## config.mk

```make
export PLATFORM = sky130hd
export DESIGN_NAME = eeprom_ctrl
export DESIGN_NICKNAME = d
export VERILOG_FILES = /design/src/design/eeprom_proto_pkg.sv /design/src/design/ctrl_pkg.sv /design/src/design/line_serializer.sv /design/src/design/byte_deserializer.sv /design/src/design/transfer_sequencer.sv /design/src/design/eeprom_ctrl.sv
export SDC_FILE = /design/constraint.sdc
export NUM_CORES = 1
export LEC_CHECK = 0
export BUFFER_PORTS_ARGS = -buffer_cell sky130_fd_sc_hd__buf_2
export CAP_MARGIN = 30
export CORE_ASPECT_RATIO = 1.1
export CORE_MARGIN = 3
export CORE_UTILIZATION = 58
export DETAILED_ROUTE_END_ITERATION = 7
export MAX_ROUTING_LAYER = met4
export PLACE_DENSITY_LB_ADDON = 0.2
export SLEW_MARGIN = 25
export SYNTH_ARGS = -nofsm -noshare
export SYNTH_HDL_FRONTEND = slang
export SYNTH_SLANG_ARGS = --single-unit
```

## constraint.sdc

```tcl
create_clock -name CLK -period 2.6 [get_ports CLK]
set_clock_uncertainty 0.1 [all_clocks]
set_input_delay 0 -clock CLK [delete_from_list [all_inputs] [get_ports CLK]]
set_output_delay 0 -clock CLK [all_outputs]
set_load 0.01 [all_outputs]
```

## src/design/eeprom_proto_pkg.sv

```systemverilog
package eeprom_proto_pkg;

    // byte address into the 2 KB array
    localparam int ADDR_W = 11;
    localparam int DATA_W = 8;

    // fixed device type code, first nibble of every control byte
    localparam logic [3:0] DEV_CODE = 4'b1010;

    // upper address bits carried inside the control byte
    localparam int HI_ADDR_W = 3;

    // r/w bit at the end of the control byte
    localparam logic RW_WRITE = 1'b0;
    localparam logic RW_READ  = 1'b1;

    // quarter phases of one bit time
    // scl is low in the first two and high in the last two
    typedef enum logic [1:0]
    {
        LOW_SETUP,   // sda may change here
        RISE,        // scl still low, rises at the end
        HIGH_SAMPLE, // scl high, data settling
        FALL         // scl high, falls at the end
    } bit_phase_e;

endpackage

```

## src/design/ctrl_pkg.sv

```systemverilog
package ctrl_pkg;

    // commands from the sequencer to the line serializer
    typedef enum logic [1:0]
    {
        CMD_START,
        CMD_STOP,
        CMD_WRITE_BYTE,
        CMD_READ_BYTE
    } line_cmd_e;

    typedef enum logic [3:0]
    {
        IDLE,
        WR_START,
        WR_CTRL,
        WR_ADDR,
        WR_DATA,
        RD_RESTART,
        RD_CTRL,
        RD_DATA,
        STOP,
        ACKN
    } seq_state_e;

endpackage

```

## src/design/line_serializer.sv

```systemverilog
`timescale 1ns/10ps
module line_serializer
    import eeprom_proto_pkg::*;
    import ctrl_pkg::*;
#(
    parameter int SCL_QUARTER = 2
)
(
    input  logic              CLK,
    input  logic              RESET,
    input  logic              cmd_go,
    input  line_cmd_e         cmd,
    input  logic [DATA_W-1:0] tx_byte,
    output logic              scl,
    output logic              sda_out,
    output logic              sda_oe,
    output logic              sample_tick,
    output logic              line_done
);

    localparam int QW = (SCL_QUARTER > 1) ? $clog2(SCL_QUARTER) : 1;
    localparam int BW = $clog2(DATA_W);
    localparam logic [QW-1:0] QMAX = QW'(SCL_QUARTER - 1);

    logic              busy;
    logic              bus_free;  // no start outstanding
    line_cmd_e         cmd_q;
    bit_phase_e        phase;
    logic [QW-1:0]     qcnt;
    logic [BW-1:0]     bitcnt;
    logic [DATA_W-1:0] shreg;
    logic              last_bit;
    bit_phase_e        next_phase;

    // line levels {scl, sda} for a given quarter of a command
    function automatic logic [1:0] line_level(input line_cmd_e c, input bit_phase_e p,
                                              input logic b, input logic free);
        logic [1:0] lv;
        case (c)
            CMD_START:
                case (p)
                    LOW_SETUP:   lv = {free, 1'b1}; // scl low first on a restart
                    RISE:        lv = 2'b11;
                    HIGH_SAMPLE: lv = 2'b10;        // sda falls with scl high
                    default:     lv = 2'b00;
                endcase
            CMD_STOP:
                case (p)
                    LOW_SETUP:   lv = 2'b00;
                    RISE:        lv = 2'b10;
                    default:     lv = 2'b11;        // sda rises with scl high
                endcase
            default:
                lv = {(p == HIGH_SAMPLE || p == FALL), b};
        endcase
        return lv;
    endfunction

    assign last_bit   = (cmd_q == CMD_START) || (cmd_q == CMD_STOP) || (bitcnt == BW'(DATA_W - 1));
    assign next_phase = bit_phase_e'(phase + 2'd1);

    always_ff @(posedge CLK)
    begin
        line_done   <= 1'b0;
        sample_tick <= 1'b0;
        if (RESET)
        begin
            busy     <= 1'b0;
            bus_free <= 1'b1;
            cmd_q    <= CMD_START;
            phase    <= LOW_SETUP;
            qcnt     <= '0;
            bitcnt   <= '0;
            scl      <= 1'b1;
            sda_out  <= 1'b1;
            sda_oe   <= 1'b0;
        end
        else if (!busy)
        begin
            if (cmd_go)
            begin
                busy   <= 1'b1;
                cmd_q  <= cmd;
                shreg  <= tx_byte;
                phase  <= LOW_SETUP;
                qcnt   <= '0;
                bitcnt <= '0;
                {scl, sda_out} <= line_level(cmd, LOW_SETUP, tx_byte[DATA_W-1], bus_free);
                sda_oe <= (cmd != CMD_READ_BYTE);
            end
        end
        else if (qcnt != QMAX)
            qcnt <= qcnt + 1'b1;
        else
        begin
            qcnt <= '0;
            if (phase != FALL)
            begin
                phase <= next_phase;
                {scl, sda_out} <= line_level(cmd_q, next_phase, shreg[DATA_W-1], bus_free);
                // lands in the first cycle of the second high quarter
                if (cmd_q == CMD_READ_BYTE && phase == HIGH_SAMPLE)
                    sample_tick <= 1'b1;
            end
            else if (last_bit)
            begin
                busy      <= 1'b0;
                line_done <= 1'b1;
                phase     <= LOW_SETUP;
                if (cmd_q == CMD_START)
                    bus_free <= 1'b0;
                if (cmd_q == CMD_STOP)
                begin
                    bus_free <= 1'b1;
                    sda_oe   <= 1'b0; // sda already high, just let go
                end
            end
            else
            begin
                phase  <= LOW_SETUP;
                bitcnt <= bitcnt + 1'b1;
                shreg  <= {shreg[DATA_W-2:0], 1'b0};
                {scl, sda_out} <= line_level(cmd_q, LOW_SETUP, shreg[DATA_W-2], bus_free);
            end
        end
    end

endmodule

```

## src/design/byte_deserializer.sv

```systemverilog
`timescale 1ns/10ps
module byte_deserializer
    import eeprom_proto_pkg::*;
(
    input  logic              CLK,
    input  logic              RESET,
    input  logic              rx_start,
    input  logic              sample_tick,
    input  logic              sda_in,
    output logic [DATA_W-1:0] rx_byte,
    output logic              rx_done
);

    localparam int BW = $clog2(DATA_W);

    logic          armed;
    logic [BW-1:0] bitcnt;

    // arming and bit count
    always_ff @(posedge CLK)
    begin
        rx_done <= 1'b0;
        if (RESET)
        begin
            armed  <= 1'b0;
            bitcnt <= '0;
        end
        else if (rx_start)
        begin
            armed  <= 1'b1;
            bitcnt <= '0;
        end
        else if (armed && sample_tick)
        begin
            bitcnt <= bitcnt + 1'b1;
            if (bitcnt == BW'(DATA_W - 1))
            begin
                armed   <= 1'b0; // byte complete
                rx_done <= 1'b1;
            end
        end
    end

    // msb arrives first
    always_ff @(posedge CLK)
    begin
        if (armed && sample_tick && !rx_start)
            rx_byte <= {rx_byte[DATA_W-2:0], sda_in};
    end

endmodule

```

## src/design/transfer_sequencer.sv

```systemverilog
`timescale 1ns/10ps
module transfer_sequencer
    import eeprom_proto_pkg::*;
    import ctrl_pkg::*;
(
    input  logic              CLK,
    input  logic              RESET,
    input  logic              wr,
    input  logic              rd,
    input  logic [ADDR_W-1:0] addr,
    input  logic [DATA_W-1:0] data_in,
    input  logic              line_done,
    input  logic              rx_done,
    input  logic [DATA_W-1:0] rx_byte,
    output logic              cmd_go,
    output line_cmd_e         cmd,
    output logic [DATA_W-1:0] tx_byte,
    output logic              rx_start,
    output logic              ack,
    output logic [DATA_W-1:0] data_out
);

    seq_state_e        state;
    logic              is_read;
    logic [ADDR_W-1:0] addr_q;
    logic [DATA_W-1:0] data_q;
    logic              line_seen; // read byte: line side finished
    logic              rx_seen;   // read byte: deserializer finished
    logic              rd_complete;

    function automatic logic [DATA_W-1:0] ctrl_byte(input logic [ADDR_W-1:0] a,
                                                    input logic rw);
        return {DEV_CODE, a[ADDR_W-1 -: HI_ADDR_W], rw};
    endfunction

    assign rd_complete = (line_seen || line_done) && (rx_seen || rx_done);

    // request latch, payload only
    always_ff @(posedge CLK)
    begin
        if (state == IDLE && (wr || rd))
        begin
            addr_q <= addr;
            data_q <= data_in;
        end
    end

    always_ff @(posedge CLK)
    begin
        cmd_go   <= 1'b0;
        rx_start <= 1'b0;
        ack      <= 1'b0;
        if (RESET)
        begin
            state     <= IDLE;
            is_read   <= 1'b0;
            cmd       <= CMD_START;
            line_seen <= 1'b0;
            rx_seen   <= 1'b0;
            data_out  <= '0;
        end
        else
        begin
            case (state)
                IDLE:
                    if (wr || rd)
                    begin
                        is_read <= !wr; // wr wins a tie
                        cmd_go  <= 1'b1;
                        cmd     <= CMD_START;
                        state   <= WR_START;
                    end
                WR_START:
                    if (line_done)
                    begin
                        cmd_go  <= 1'b1;
                        cmd     <= CMD_WRITE_BYTE;
                        tx_byte <= ctrl_byte(addr_q, RW_WRITE);
                        state   <= WR_CTRL;
                    end
                WR_CTRL:
                    if (line_done)
                    begin
                        cmd_go  <= 1'b1;
                        cmd     <= CMD_WRITE_BYTE;
                        tx_byte <= addr_q[DATA_W-1:0];
                        state   <= WR_ADDR;
                    end
                WR_ADDR:
                    if (line_done)
                    begin
                        cmd_go <= 1'b1;
                        if (is_read)
                        begin
                            cmd   <= CMD_START; // repeated start
                            state <= RD_RESTART;
                        end
                        else
                        begin
                            cmd     <= CMD_WRITE_BYTE;
                            tx_byte <= data_q;
                            state   <= WR_DATA;
                        end
                    end
                WR_DATA:
                    if (line_done)
                    begin
                        cmd_go <= 1'b1;
                        cmd    <= CMD_STOP;
                        state  <= STOP;
                    end
                RD_RESTART:
                    if (line_done)
                    begin
                        cmd_go  <= 1'b1;
                        cmd     <= CMD_WRITE_BYTE;
                        tx_byte <= ctrl_byte(addr_q, RW_READ);
                        state   <= RD_CTRL;
                    end
                RD_CTRL:
                    if (line_done)
                    begin
                        cmd_go    <= 1'b1;
                        cmd       <= CMD_READ_BYTE;
                        rx_start  <= 1'b1;
                        line_seen <= 1'b0;
                        rx_seen   <= 1'b0;
                        state     <= RD_DATA;
                    end
                RD_DATA:
                begin
                    if (line_done)
                        line_seen <= 1'b1;
                    if (rx_done)
                    begin
                        rx_seen  <= 1'b1;
                        data_out <= rx_byte;
                    end
                    if (rd_complete)
                    begin
                        cmd_go <= 1'b1;
                        cmd    <= CMD_STOP;
                        state  <= STOP;
                    end
                end
                STOP:
                    if (line_done)
                    begin
                        ack   <= 1'b1;
                        state <= ACKN;
                    end
                ACKN:
                    state <= IDLE; // ack drops here
                default:
                    state <= IDLE;
            endcase
        end
    end

endmodule

```

## src/design/eeprom_ctrl.sv

```systemverilog
`timescale 1ns/10ps
module eeprom_ctrl
    import eeprom_proto_pkg::*;
    import ctrl_pkg::*;
#(
    parameter int SCL_QUARTER = 2
)
(
    input  logic              CLK,
    input  logic              RESET,
    input  logic              wr,
    input  logic              rd,
    input  logic [ADDR_W-1:0] addr,
    input  logic [DATA_W-1:0] data_in,
    input  logic              sda_in,
    output logic              ack,
    output logic [DATA_W-1:0] data_out,
    output logic              scl,
    output logic              sda_out,
    output logic              sda_oe
);

    logic              cmd_go;
    line_cmd_e         cmd;
    logic [DATA_W-1:0] tx_byte;
    logic              line_done;
    logic              sample_tick;
    logic              rx_start;
    logic              rx_done;
    logic [DATA_W-1:0] rx_byte;

    transfer_sequencer u_seq
    (
        .CLK       (CLK),
        .RESET     (RESET),
        .wr        (wr),
        .rd        (rd),
        .addr      (addr),
        .data_in   (data_in),
        .line_done (line_done),
        .rx_done   (rx_done),
        .rx_byte   (rx_byte),
        .cmd_go    (cmd_go),
        .cmd       (cmd),
        .tx_byte   (tx_byte),
        .rx_start  (rx_start),
        .ack       (ack),
        .data_out  (data_out)
    );

    line_serializer #(.SCL_QUARTER(SCL_QUARTER)) u_ser
    (
        .CLK         (CLK),
        .RESET       (RESET),
        .cmd_go      (cmd_go),
        .cmd         (cmd),
        .tx_byte     (tx_byte),
        .scl         (scl),
        .sda_out     (sda_out),
        .sda_oe      (sda_oe),
        .sample_tick (sample_tick),
        .line_done   (line_done)
    );

    // captures sda alongside the serializer during a read byte
    byte_deserializer u_des
    (
        .CLK         (CLK),
        .RESET       (RESET),
        .rx_start    (rx_start),
        .sample_tick (sample_tick),
        .sda_in      (sda_in),
        .rx_byte     (rx_byte),
        .rx_done     (rx_done)
    );

endmodule

```

==> results of run 1 <==
==> worst max-delay path: cells and delay by family (launching register included) <==
family                 cells  cell delay, ns
buffers and inverters      1            0.57
and+or+nand+nor            1            0.45
DFF                        1            0.59
AOI/OAI and AO/OA          2            0.31
==> placed cells by master (no fill, tap or decap), types with 9 or more instances in the layout <==
cell | synthesis | routed
a21oi_1 | 23 | 23
buf_2 | 8 | 35
clkbuf_8 | 0 | 9
dfxtp_1 | 40 | 40
dlygate4sd3_1 | 0 | 23
edfxtp_1 | 43 | 43
nand2_1 | 28 | 28
nand3_1 | 16 | 16
nor2_1 | 28 | 28
==> kinds of logic after synthesis <==
family | synth area share (%)
buffers and inverters | 3.06
AND/OR/NAND/NOR | 17.0
XOR/XNOR | 0.997
AO/OA/AOI/OAI | 12.0
multiplexers | 4.56
adder cells (fa/ha/maj) | 2.85
flip-flops | 59.5
==> path summary, 6_finish.rpt <==
| check | startpoint | endpoint | cells past startpoint |
|---|---|---|---|
| setup / recovery | u_seq.state[0]$_SDFFE_PP0P_ | u_seq.is_read$_SDFFE_PP0P_ | 4 |
| hold / removal | rd | u_seq.state[2]$_SDFFE_PP0P_ | 5 |
| setup reg to reg | u_seq.state[0]$_SDFFE_PP0P_ | u_seq.is_read$_SDFFE_PP0P_ | 4 |
| hold reg to reg | u_des.rx_byte[3]$_DFFE_PP_ | u_des.rx_byte[4]$_DFFE_PP_ | 0 |
==> metal layers <==
layer | track usage [%] | share of wire [%] | up-vias
met5 | - | 0 | -
met4 | 10.4 | 2.1 | 0
met3 | 5.45 | 4.1 | 10
met2 | 33.4 | 50 | 65
met1 | 28.0 | 44 | 1212
li1 | - | - | 1247
==> cell type report <==
type	instances	area, um^2	share of cell area [%]
inverters	5	18.8	0.450
flip-flops and latches	83	2090	50.2
well taps	77	96.3	2.31
clock inverters	7	58.8	1.41
clock buffers	9	124	2.97
repair buffers	66	465	11.2
multi-input cells	201	1310	31.5
==> where the power goes <==
group	switching [mW]	internal, mW
clock	0.500	0.363
sequential	0.169	1.62
combinational	0.409	0.350
==> repair_timing <==
item,CTS,global route
hold buffers,23,0
hold endpoints to repair,23,0
resized for setup,0,0
==> registers in the layout, indices dropped and copies added (netlist names), 2 cells and up <==
register / count
u_des.bitcnt: 3
u_des.rx_byte: 8
u_seq.addr_q: 11
u_seq.cmd: 2
u_seq.data_out: 8
u_seq.data_q: 8
u_seq.state: 4
u_seq.tx_byte: 8
u_ser.bitcnt: 3
u_ser.cmd_q: 2
u_ser.phase: 2
u_ser.shreg: 8
==> stage by stage <==
step / hold slack (ns) / worst slack, ns / util (%)
after floorplan: -0.00339 / 0.438 / -
after global placement: 0.0763 / 0.660 / 64.7
after detailed placement: 0.0781 / 0.595 / 64.7
after CTS: 0.145 / 0.531 / 71.8
after global routing: 0.237 / 0.371 / 71.8
final: 0.190 / 0.520 / 71.8
==> metrics.md, run 1 <==
| Metric | Value |
|---|---|
| Measured slew at the worst slew-check pin | 0.840 ns |
| Post-Layout Inst Area | 0.00417 mm^2 |
| Synth top area share | 36.8% |
| DRC | 0 |
| Die area | 0.00703 mm^2 |
| Worst-path clk slew | 0.09 ns |
| Synth Flop Type | edfxtp_1 |
| Leakage Power | 1.59 nW |
| Area Overhead vs Synth | 18.7% |
| Clock Path Buffers | 2 |
| Ranking of synthesized cells by area | edfxtp_1 37%, dfxtp_1 23%, a21oi_1 3.3% |
| Worst hold path type | in2reg |
| Critical path type | reg2reg |
| Synth top cells by count | 43 x edfxtp_1, 40 x dfxtp_1, 28 x nand2_1, 28 x nor2_1, 23 x a21oi_1 |
| Crit path max-delay cell type | dfxtp_1 |
| Die height | 87.6 um |
| Async set-reset flop share out of synthesis | 0% |
| Fin crit period | 2.08 ns |
| Starting density of the core | 60.5% |
| Pwr dens | 817 mW/mm^2 |
| Max-slew violations | 0 |
| Setup tns final | 0 ns |
| Fin cells | 448 |
| Fmax | 481 MHz |
| Post-synth EDFFs | 43 |
| Worst path cell trace | nor4_4 > a21oi_1 > a211oi_1 > dlygate4sd3_1 |
| HPWL after DPL | 4320 um |
| Routability cong. | 0.900 |
| Flop and latch count out of synthesis | 83 |
| Initial antenna violation count | 0 |
| Max-cap viol count | 0 |
| Die width | 80.2 um |
| Initial DRC Count | 187 |
| Clock sink total | 83 |
| Dpl cells | 409 |
| First-pass GRT wire length | 11500 um |
| Drt first pass iters | 4 |
| CTS H-tree lvls | 3 |
| Setup Buffers After CTS | 0 |
| Largest net degree at the start of global routing | 39 |
| Placed Area | 0.00376 mm^2 |
| Post-route ant nets | 0 |
| Share of cells above drive strength 1 | 20.2% |
| Max incr delay on CP | 0.59 ns |
| Final WL | 6820 um |
| Critical Path RT | 2.80 ns |
| Num rows | 29 |
| Unique masters post-synth | 50 |
| Fin. Hold Viols | 0 |
| Diode count | 0 |
| Root Buffer | clkbuf_8 |
| Nets@finish | 398 |
| Post-DR vias/cell | 5.66 |
| Final Power | 3.41 mW |
| Synth Net Count | 340 |
| Syn Area/Cell | 11.4 um^2 |
| Port bufs | 35 |
| CTS tree | built |
| Largest area contributor in the netlist | edfxtp_1 |
| Post-Syn Area | 0.00351 mm^2 |
| Synth Warn # | 0 |
| Core box area | 0.00581 mm^2 |
| Cells after Synth | 308 |
| Vias in the first global route | 2459 |
| Sequential-to-total area share from yosys stat | 59.5% |
| Max-slew headroom | 43.9% |
| R2R Setup Slk | 0.52 ns |
| Setup crit start kind | register |
| I/O pin count | 36 |
| CP Capture Type | register |
| Worst Path Arrival | 2.28 ns |
| Worst-Skew Late Latency | 0.36 ns |
| Layout fillers | 418 |
| Routed wire per std cell | 15.2 um |
| Status | complete, no violations |
| Peak supply drop | 540 uV |
| Gr ovfl total | 0 |
| RSZ-0062 raised after global routing | no |
| Crit-path max FO | 24 |
| Final period util | 80.0% |
| Global Route Usage Sum | 22.1% |
| Num CTS Buffers | 9 |
| Via count | 2534 |
| Setup violators final | 0 |
| Most frequent cell after synthesis | edfxtp_1 |
Note: power is estimated with default switching activity, not from simulation.
==> inputs of run 2 (changes only) <==
ABC_AREA = 1   (was not set)
clock period = 2.1 ns   (was 2.6 ns; I/O delays follow)
==> run 2 against run 1 <==
Global-route usage up 0.26 points. Clock power up 40%. Synthesized area grew 0.57%. Non-clock buffer count down 3. Power up 37%. Die area increased by 0.52%. Setup slack worse by 0.27 ns. Largest power group unchanged. Highest routed layer unchanged.
==> metrics.md, run 2 <==
| Metric | Value |
|---|---|
| Status | complete, no violations |
| Worst Path Arrival | 1.80 ns (-0.48 ns) |
| Share of cells above drive strength 1 | 17.7% (-2.6 points) |
| Synth Flop Type | edfxtp_1 |
| R2R Setup Slk | 0.25 ns (-0.27 ns) |
| Root Buffer | clkbuf_8 |
| Min-Delay Path Depth | 5 (unchanged) |
| Die height | 87.9 um (+0.26%) |
| Commonest non-fill, non-tap cells in the layout | 106 x nand2_1, 43 x edfxtp_1, 40 x dfxtp_1 |
| Setup Buffers After CTS | 0 (unchanged) |
| HPWL after DPL | 4490 um (+4.1%) |
| Wire length on met2 | 3390 um (-0.82%) |
| Port bufs | 35 (unchanged) |
| Crit-path max FO | 8 (-67%) |
| Commonest non-fill, non-tap cell in the layout | nand2_1 |
| Synth Net Count | 415 (+22%) |
| Fmax | 540 MHz (+12%) |
| Die width | 80.4 um (+0.26%) |
| Synth top area share | 36.5% (-0.21 points) |
| Synth top cells by count | 106 x nand2_1, 43 x edfxtp_1, 40 x dfxtp_1 |
| Final Util | 72.5% (+0.71 points) |
| Diode count | 0 (unchanged) |
| Measured slew at the worst slew-check pin | 0.651 ns (-0.189 ns) |
| Initial antenna violation count | 0 (unchanged) |
| Fin worst setup slack | 0.249 ns (-0.271 ns) |
| Nets@finish | 480 (+21%) |
| Met3 WL | 231 um (-17%) |
| Worst hold path type | in2reg |
| Cells after Synth | 383 (+24%) |
| Top reg by flops | u_seq.addr_q |
| Final WL | 6890 um (+1.0%) |
| Flop and latch count out of synthesis | 83 (unchanged) |
| First-pass GRT wire length | 11700 um (+2.2%) |
| Setup tns final | 0 ns (unchanged) |
| Die area | 0.00707 mm^2 (+0.52%) |
| Post-Layout Inst Area | 0.00424 mm^2 (+1.6%) |
| Global Route Usage Sum | 22.4% (+0.26 points) |
| Post-route ant nets | 0 (unchanged) |
| Setup crit start kind | register |
| Syn Area/Cell | 9.23 um^2 (-19%) |
| Worst-path clk slew | 0.08 ns (about the same) |
| Area Overhead vs Synth | 19.9% |
| Most frequent cell after synthesis | nand2_1 |
| RSZ-0062 raised after global routing | no |
| Leakage Power | 1.79 nW (+13%) |
| Setup WS pre-CTS | 0.173 ns (-0.422 ns) |
| Routability cong. | 0.900 (about the same) |
| Clock Path Buffers | 2 (unchanged) |
| Pwr dens | 1100 mW/mm^2 (+35%) |
| Async set-reset flop share out of synthesis | 0% (unchanged) |
| I/O pin count | 36 (unchanged) |
| Post-Syn Area | 0.00353 mm^2 (+0.57%) |
| CTS tree | built |
| Core box area | 0.00584 mm^2 (+0.62%) |
| Starting density of the core | 60.5% (about the same) |
| Fin. Hold Viols | 0 (unchanged) |
| Critical path type | reg2reg |
| Largest net degree at the start of global routing | 27 (-31%) |
| Synth Warn # | 0 (unchanged) |
| Num CTS Buffers | 9 (unchanged) |
| CP Capture Type | register |
| Largest area contributor in the netlist | edfxtp_1 |
| Setup violators final | 0 (unchanged) |
| Post-synth EDFFs | 43 (unchanged) |
| Final hold slack | 0.0671 ns (-0.123 ns) |
| Ranking of synthesized cells by area | edfxtp_1 37%, dfxtp_1 23%, nand2_1 11% |
| Max-slew headroom | 56.4% (+13 points) |
| Clock sink total | 83 (unchanged) |
| Drt first pass iters | 4 (unchanged) |
| Unique masters post-synth | 32 (-36%) |
| Final period util | 88.1% (+8.1 points) |
| DRC | 0 (unchanged) |
| Reg2Reg Depth | 7 (+3) |
| Vias in the first global route | 2665 (+8.4%) |
| Via count | 2750 (+8.5%) |
| Wl on met1 | 3160 um (+5.9%) |
| Post-DR vias/cell | 5.19 (-8.3%) |
| DR top layer | met4 |
| Peak supply drop | 795 uV (+47%) |
| Max FFs per register | 11 (unchanged) |
| Max-cap viol count | 0 (unchanged) |
| Num rows | 29 (unchanged) |
| CTS H-tree lvls | 3 (unchanged) |
| Fin crit period | 1.85 ns (-0.229 ns) |
| Initial DRC Count | 136 (-27%) |
| Worst-Skew Late Latency | 0.35 ns (about the same) |
| Routed wire per std cell | 13.0 um (-15%) |
| Sequential-to-total area share from yosys stat | 59.2% (-0.34 points) |
| Placed Area | 0.00381 mm^2 (+1.4%) |
| Max-slew violations | 0 (unchanged) |
| Critical Path RT | 2.05 ns (-0.75 ns) |
| Gr ovfl total | 0 (unchanged) |
run 2: cell types whose count changed after synthesis, moves of 6 or more:
cell,previous run,this run
inv_1,5,33
nand3_1,16,31
mux2_2,8,0
o21ai_0,5,12
nand2_1,28,106
nor2_2,0,7
a21oi_1,23,29
buf_2,8,1
nor2b_1,8,0
mux2i_1,7,0
run 2: kinds of logic after synthesis:
family | Yosys count | synth area share, %
AOI/OAI and AO/OA | 54 | 8.68
and+or+nand+nor | 191 | 23.8
adders and majority gates | 8 | 2.83
buffers and inverters | 46 | 5.28
xor gates and xnor gates | 1 | 0.248
DFF | 83 | 59.2
run 2: per-layer routing:
metal	global-route usage, %	up-vias
met2	35.0	56
met1	27.5	1276
met3	5.86	11
met5	-	-
met4	9.52	0
li1	-	1407
run 2: timing repair:
action | CTS | global route
hold endpoints to repair | 22 | 0
endpoints found under the setup margin | 0 | 8
hold buffers | 22 | 0
resized for setup | 0 | 1
run 2: through the flow:
step	power, mW	std cells
finish	4.66	530
floorplan	3.12	383
global route	4.97	530
CTS	4.66	530
global placement	3.40	492
detailed placement	3.42	492
run 2: path summary, 6_finish.rpt:
kind                                    start                    endpoint
setup / recovery  u_ser.phase[1]$_SDFFE_PP0P_    u_ser.shreg[5]$_DFFE_PP_
hold / removal                             rd     u_seq.cmd_go$_SDFF_PP0_
setup reg to reg  u_ser.phase[1]$_SDFFE_PP0P_    u_ser.shreg[5]$_DFFE_PP_
hold reg to reg    u_des.rx_byte[3]$_DFFE_PP_  u_des.rx_byte[4]$_DFFE_PP_
run 2: worst max-delay path: stages (launching register included):
cell     delay [ns]
dfxtp_1        0.40
ha_1           0.27
inv_1          0.09
nor2_1         0.18
inv_1          0.07
nand2_1        0.12
nand3_1        0.14
inv_2          0.18
run 2: layout make-up:
type	count	area [um^2]
Sequential cell	83	2090
Fill cell	412	1610
Multi-Input combinational cell	254	1250
Timing Repair Buffer	63	440
Inverter	37	144
Clock buffer	11	131
Tap cell	77	96.3
Clock inverter	5	77.6
run 2: report_power, final:
part	total, mW	switching (mW)	internal, mW
Combinational	1.25	0.822	0.426
Clock	1.21	0.546	0.667
Sequential	2.20	0.140	2.06
Total	4.66	1.51	3.15
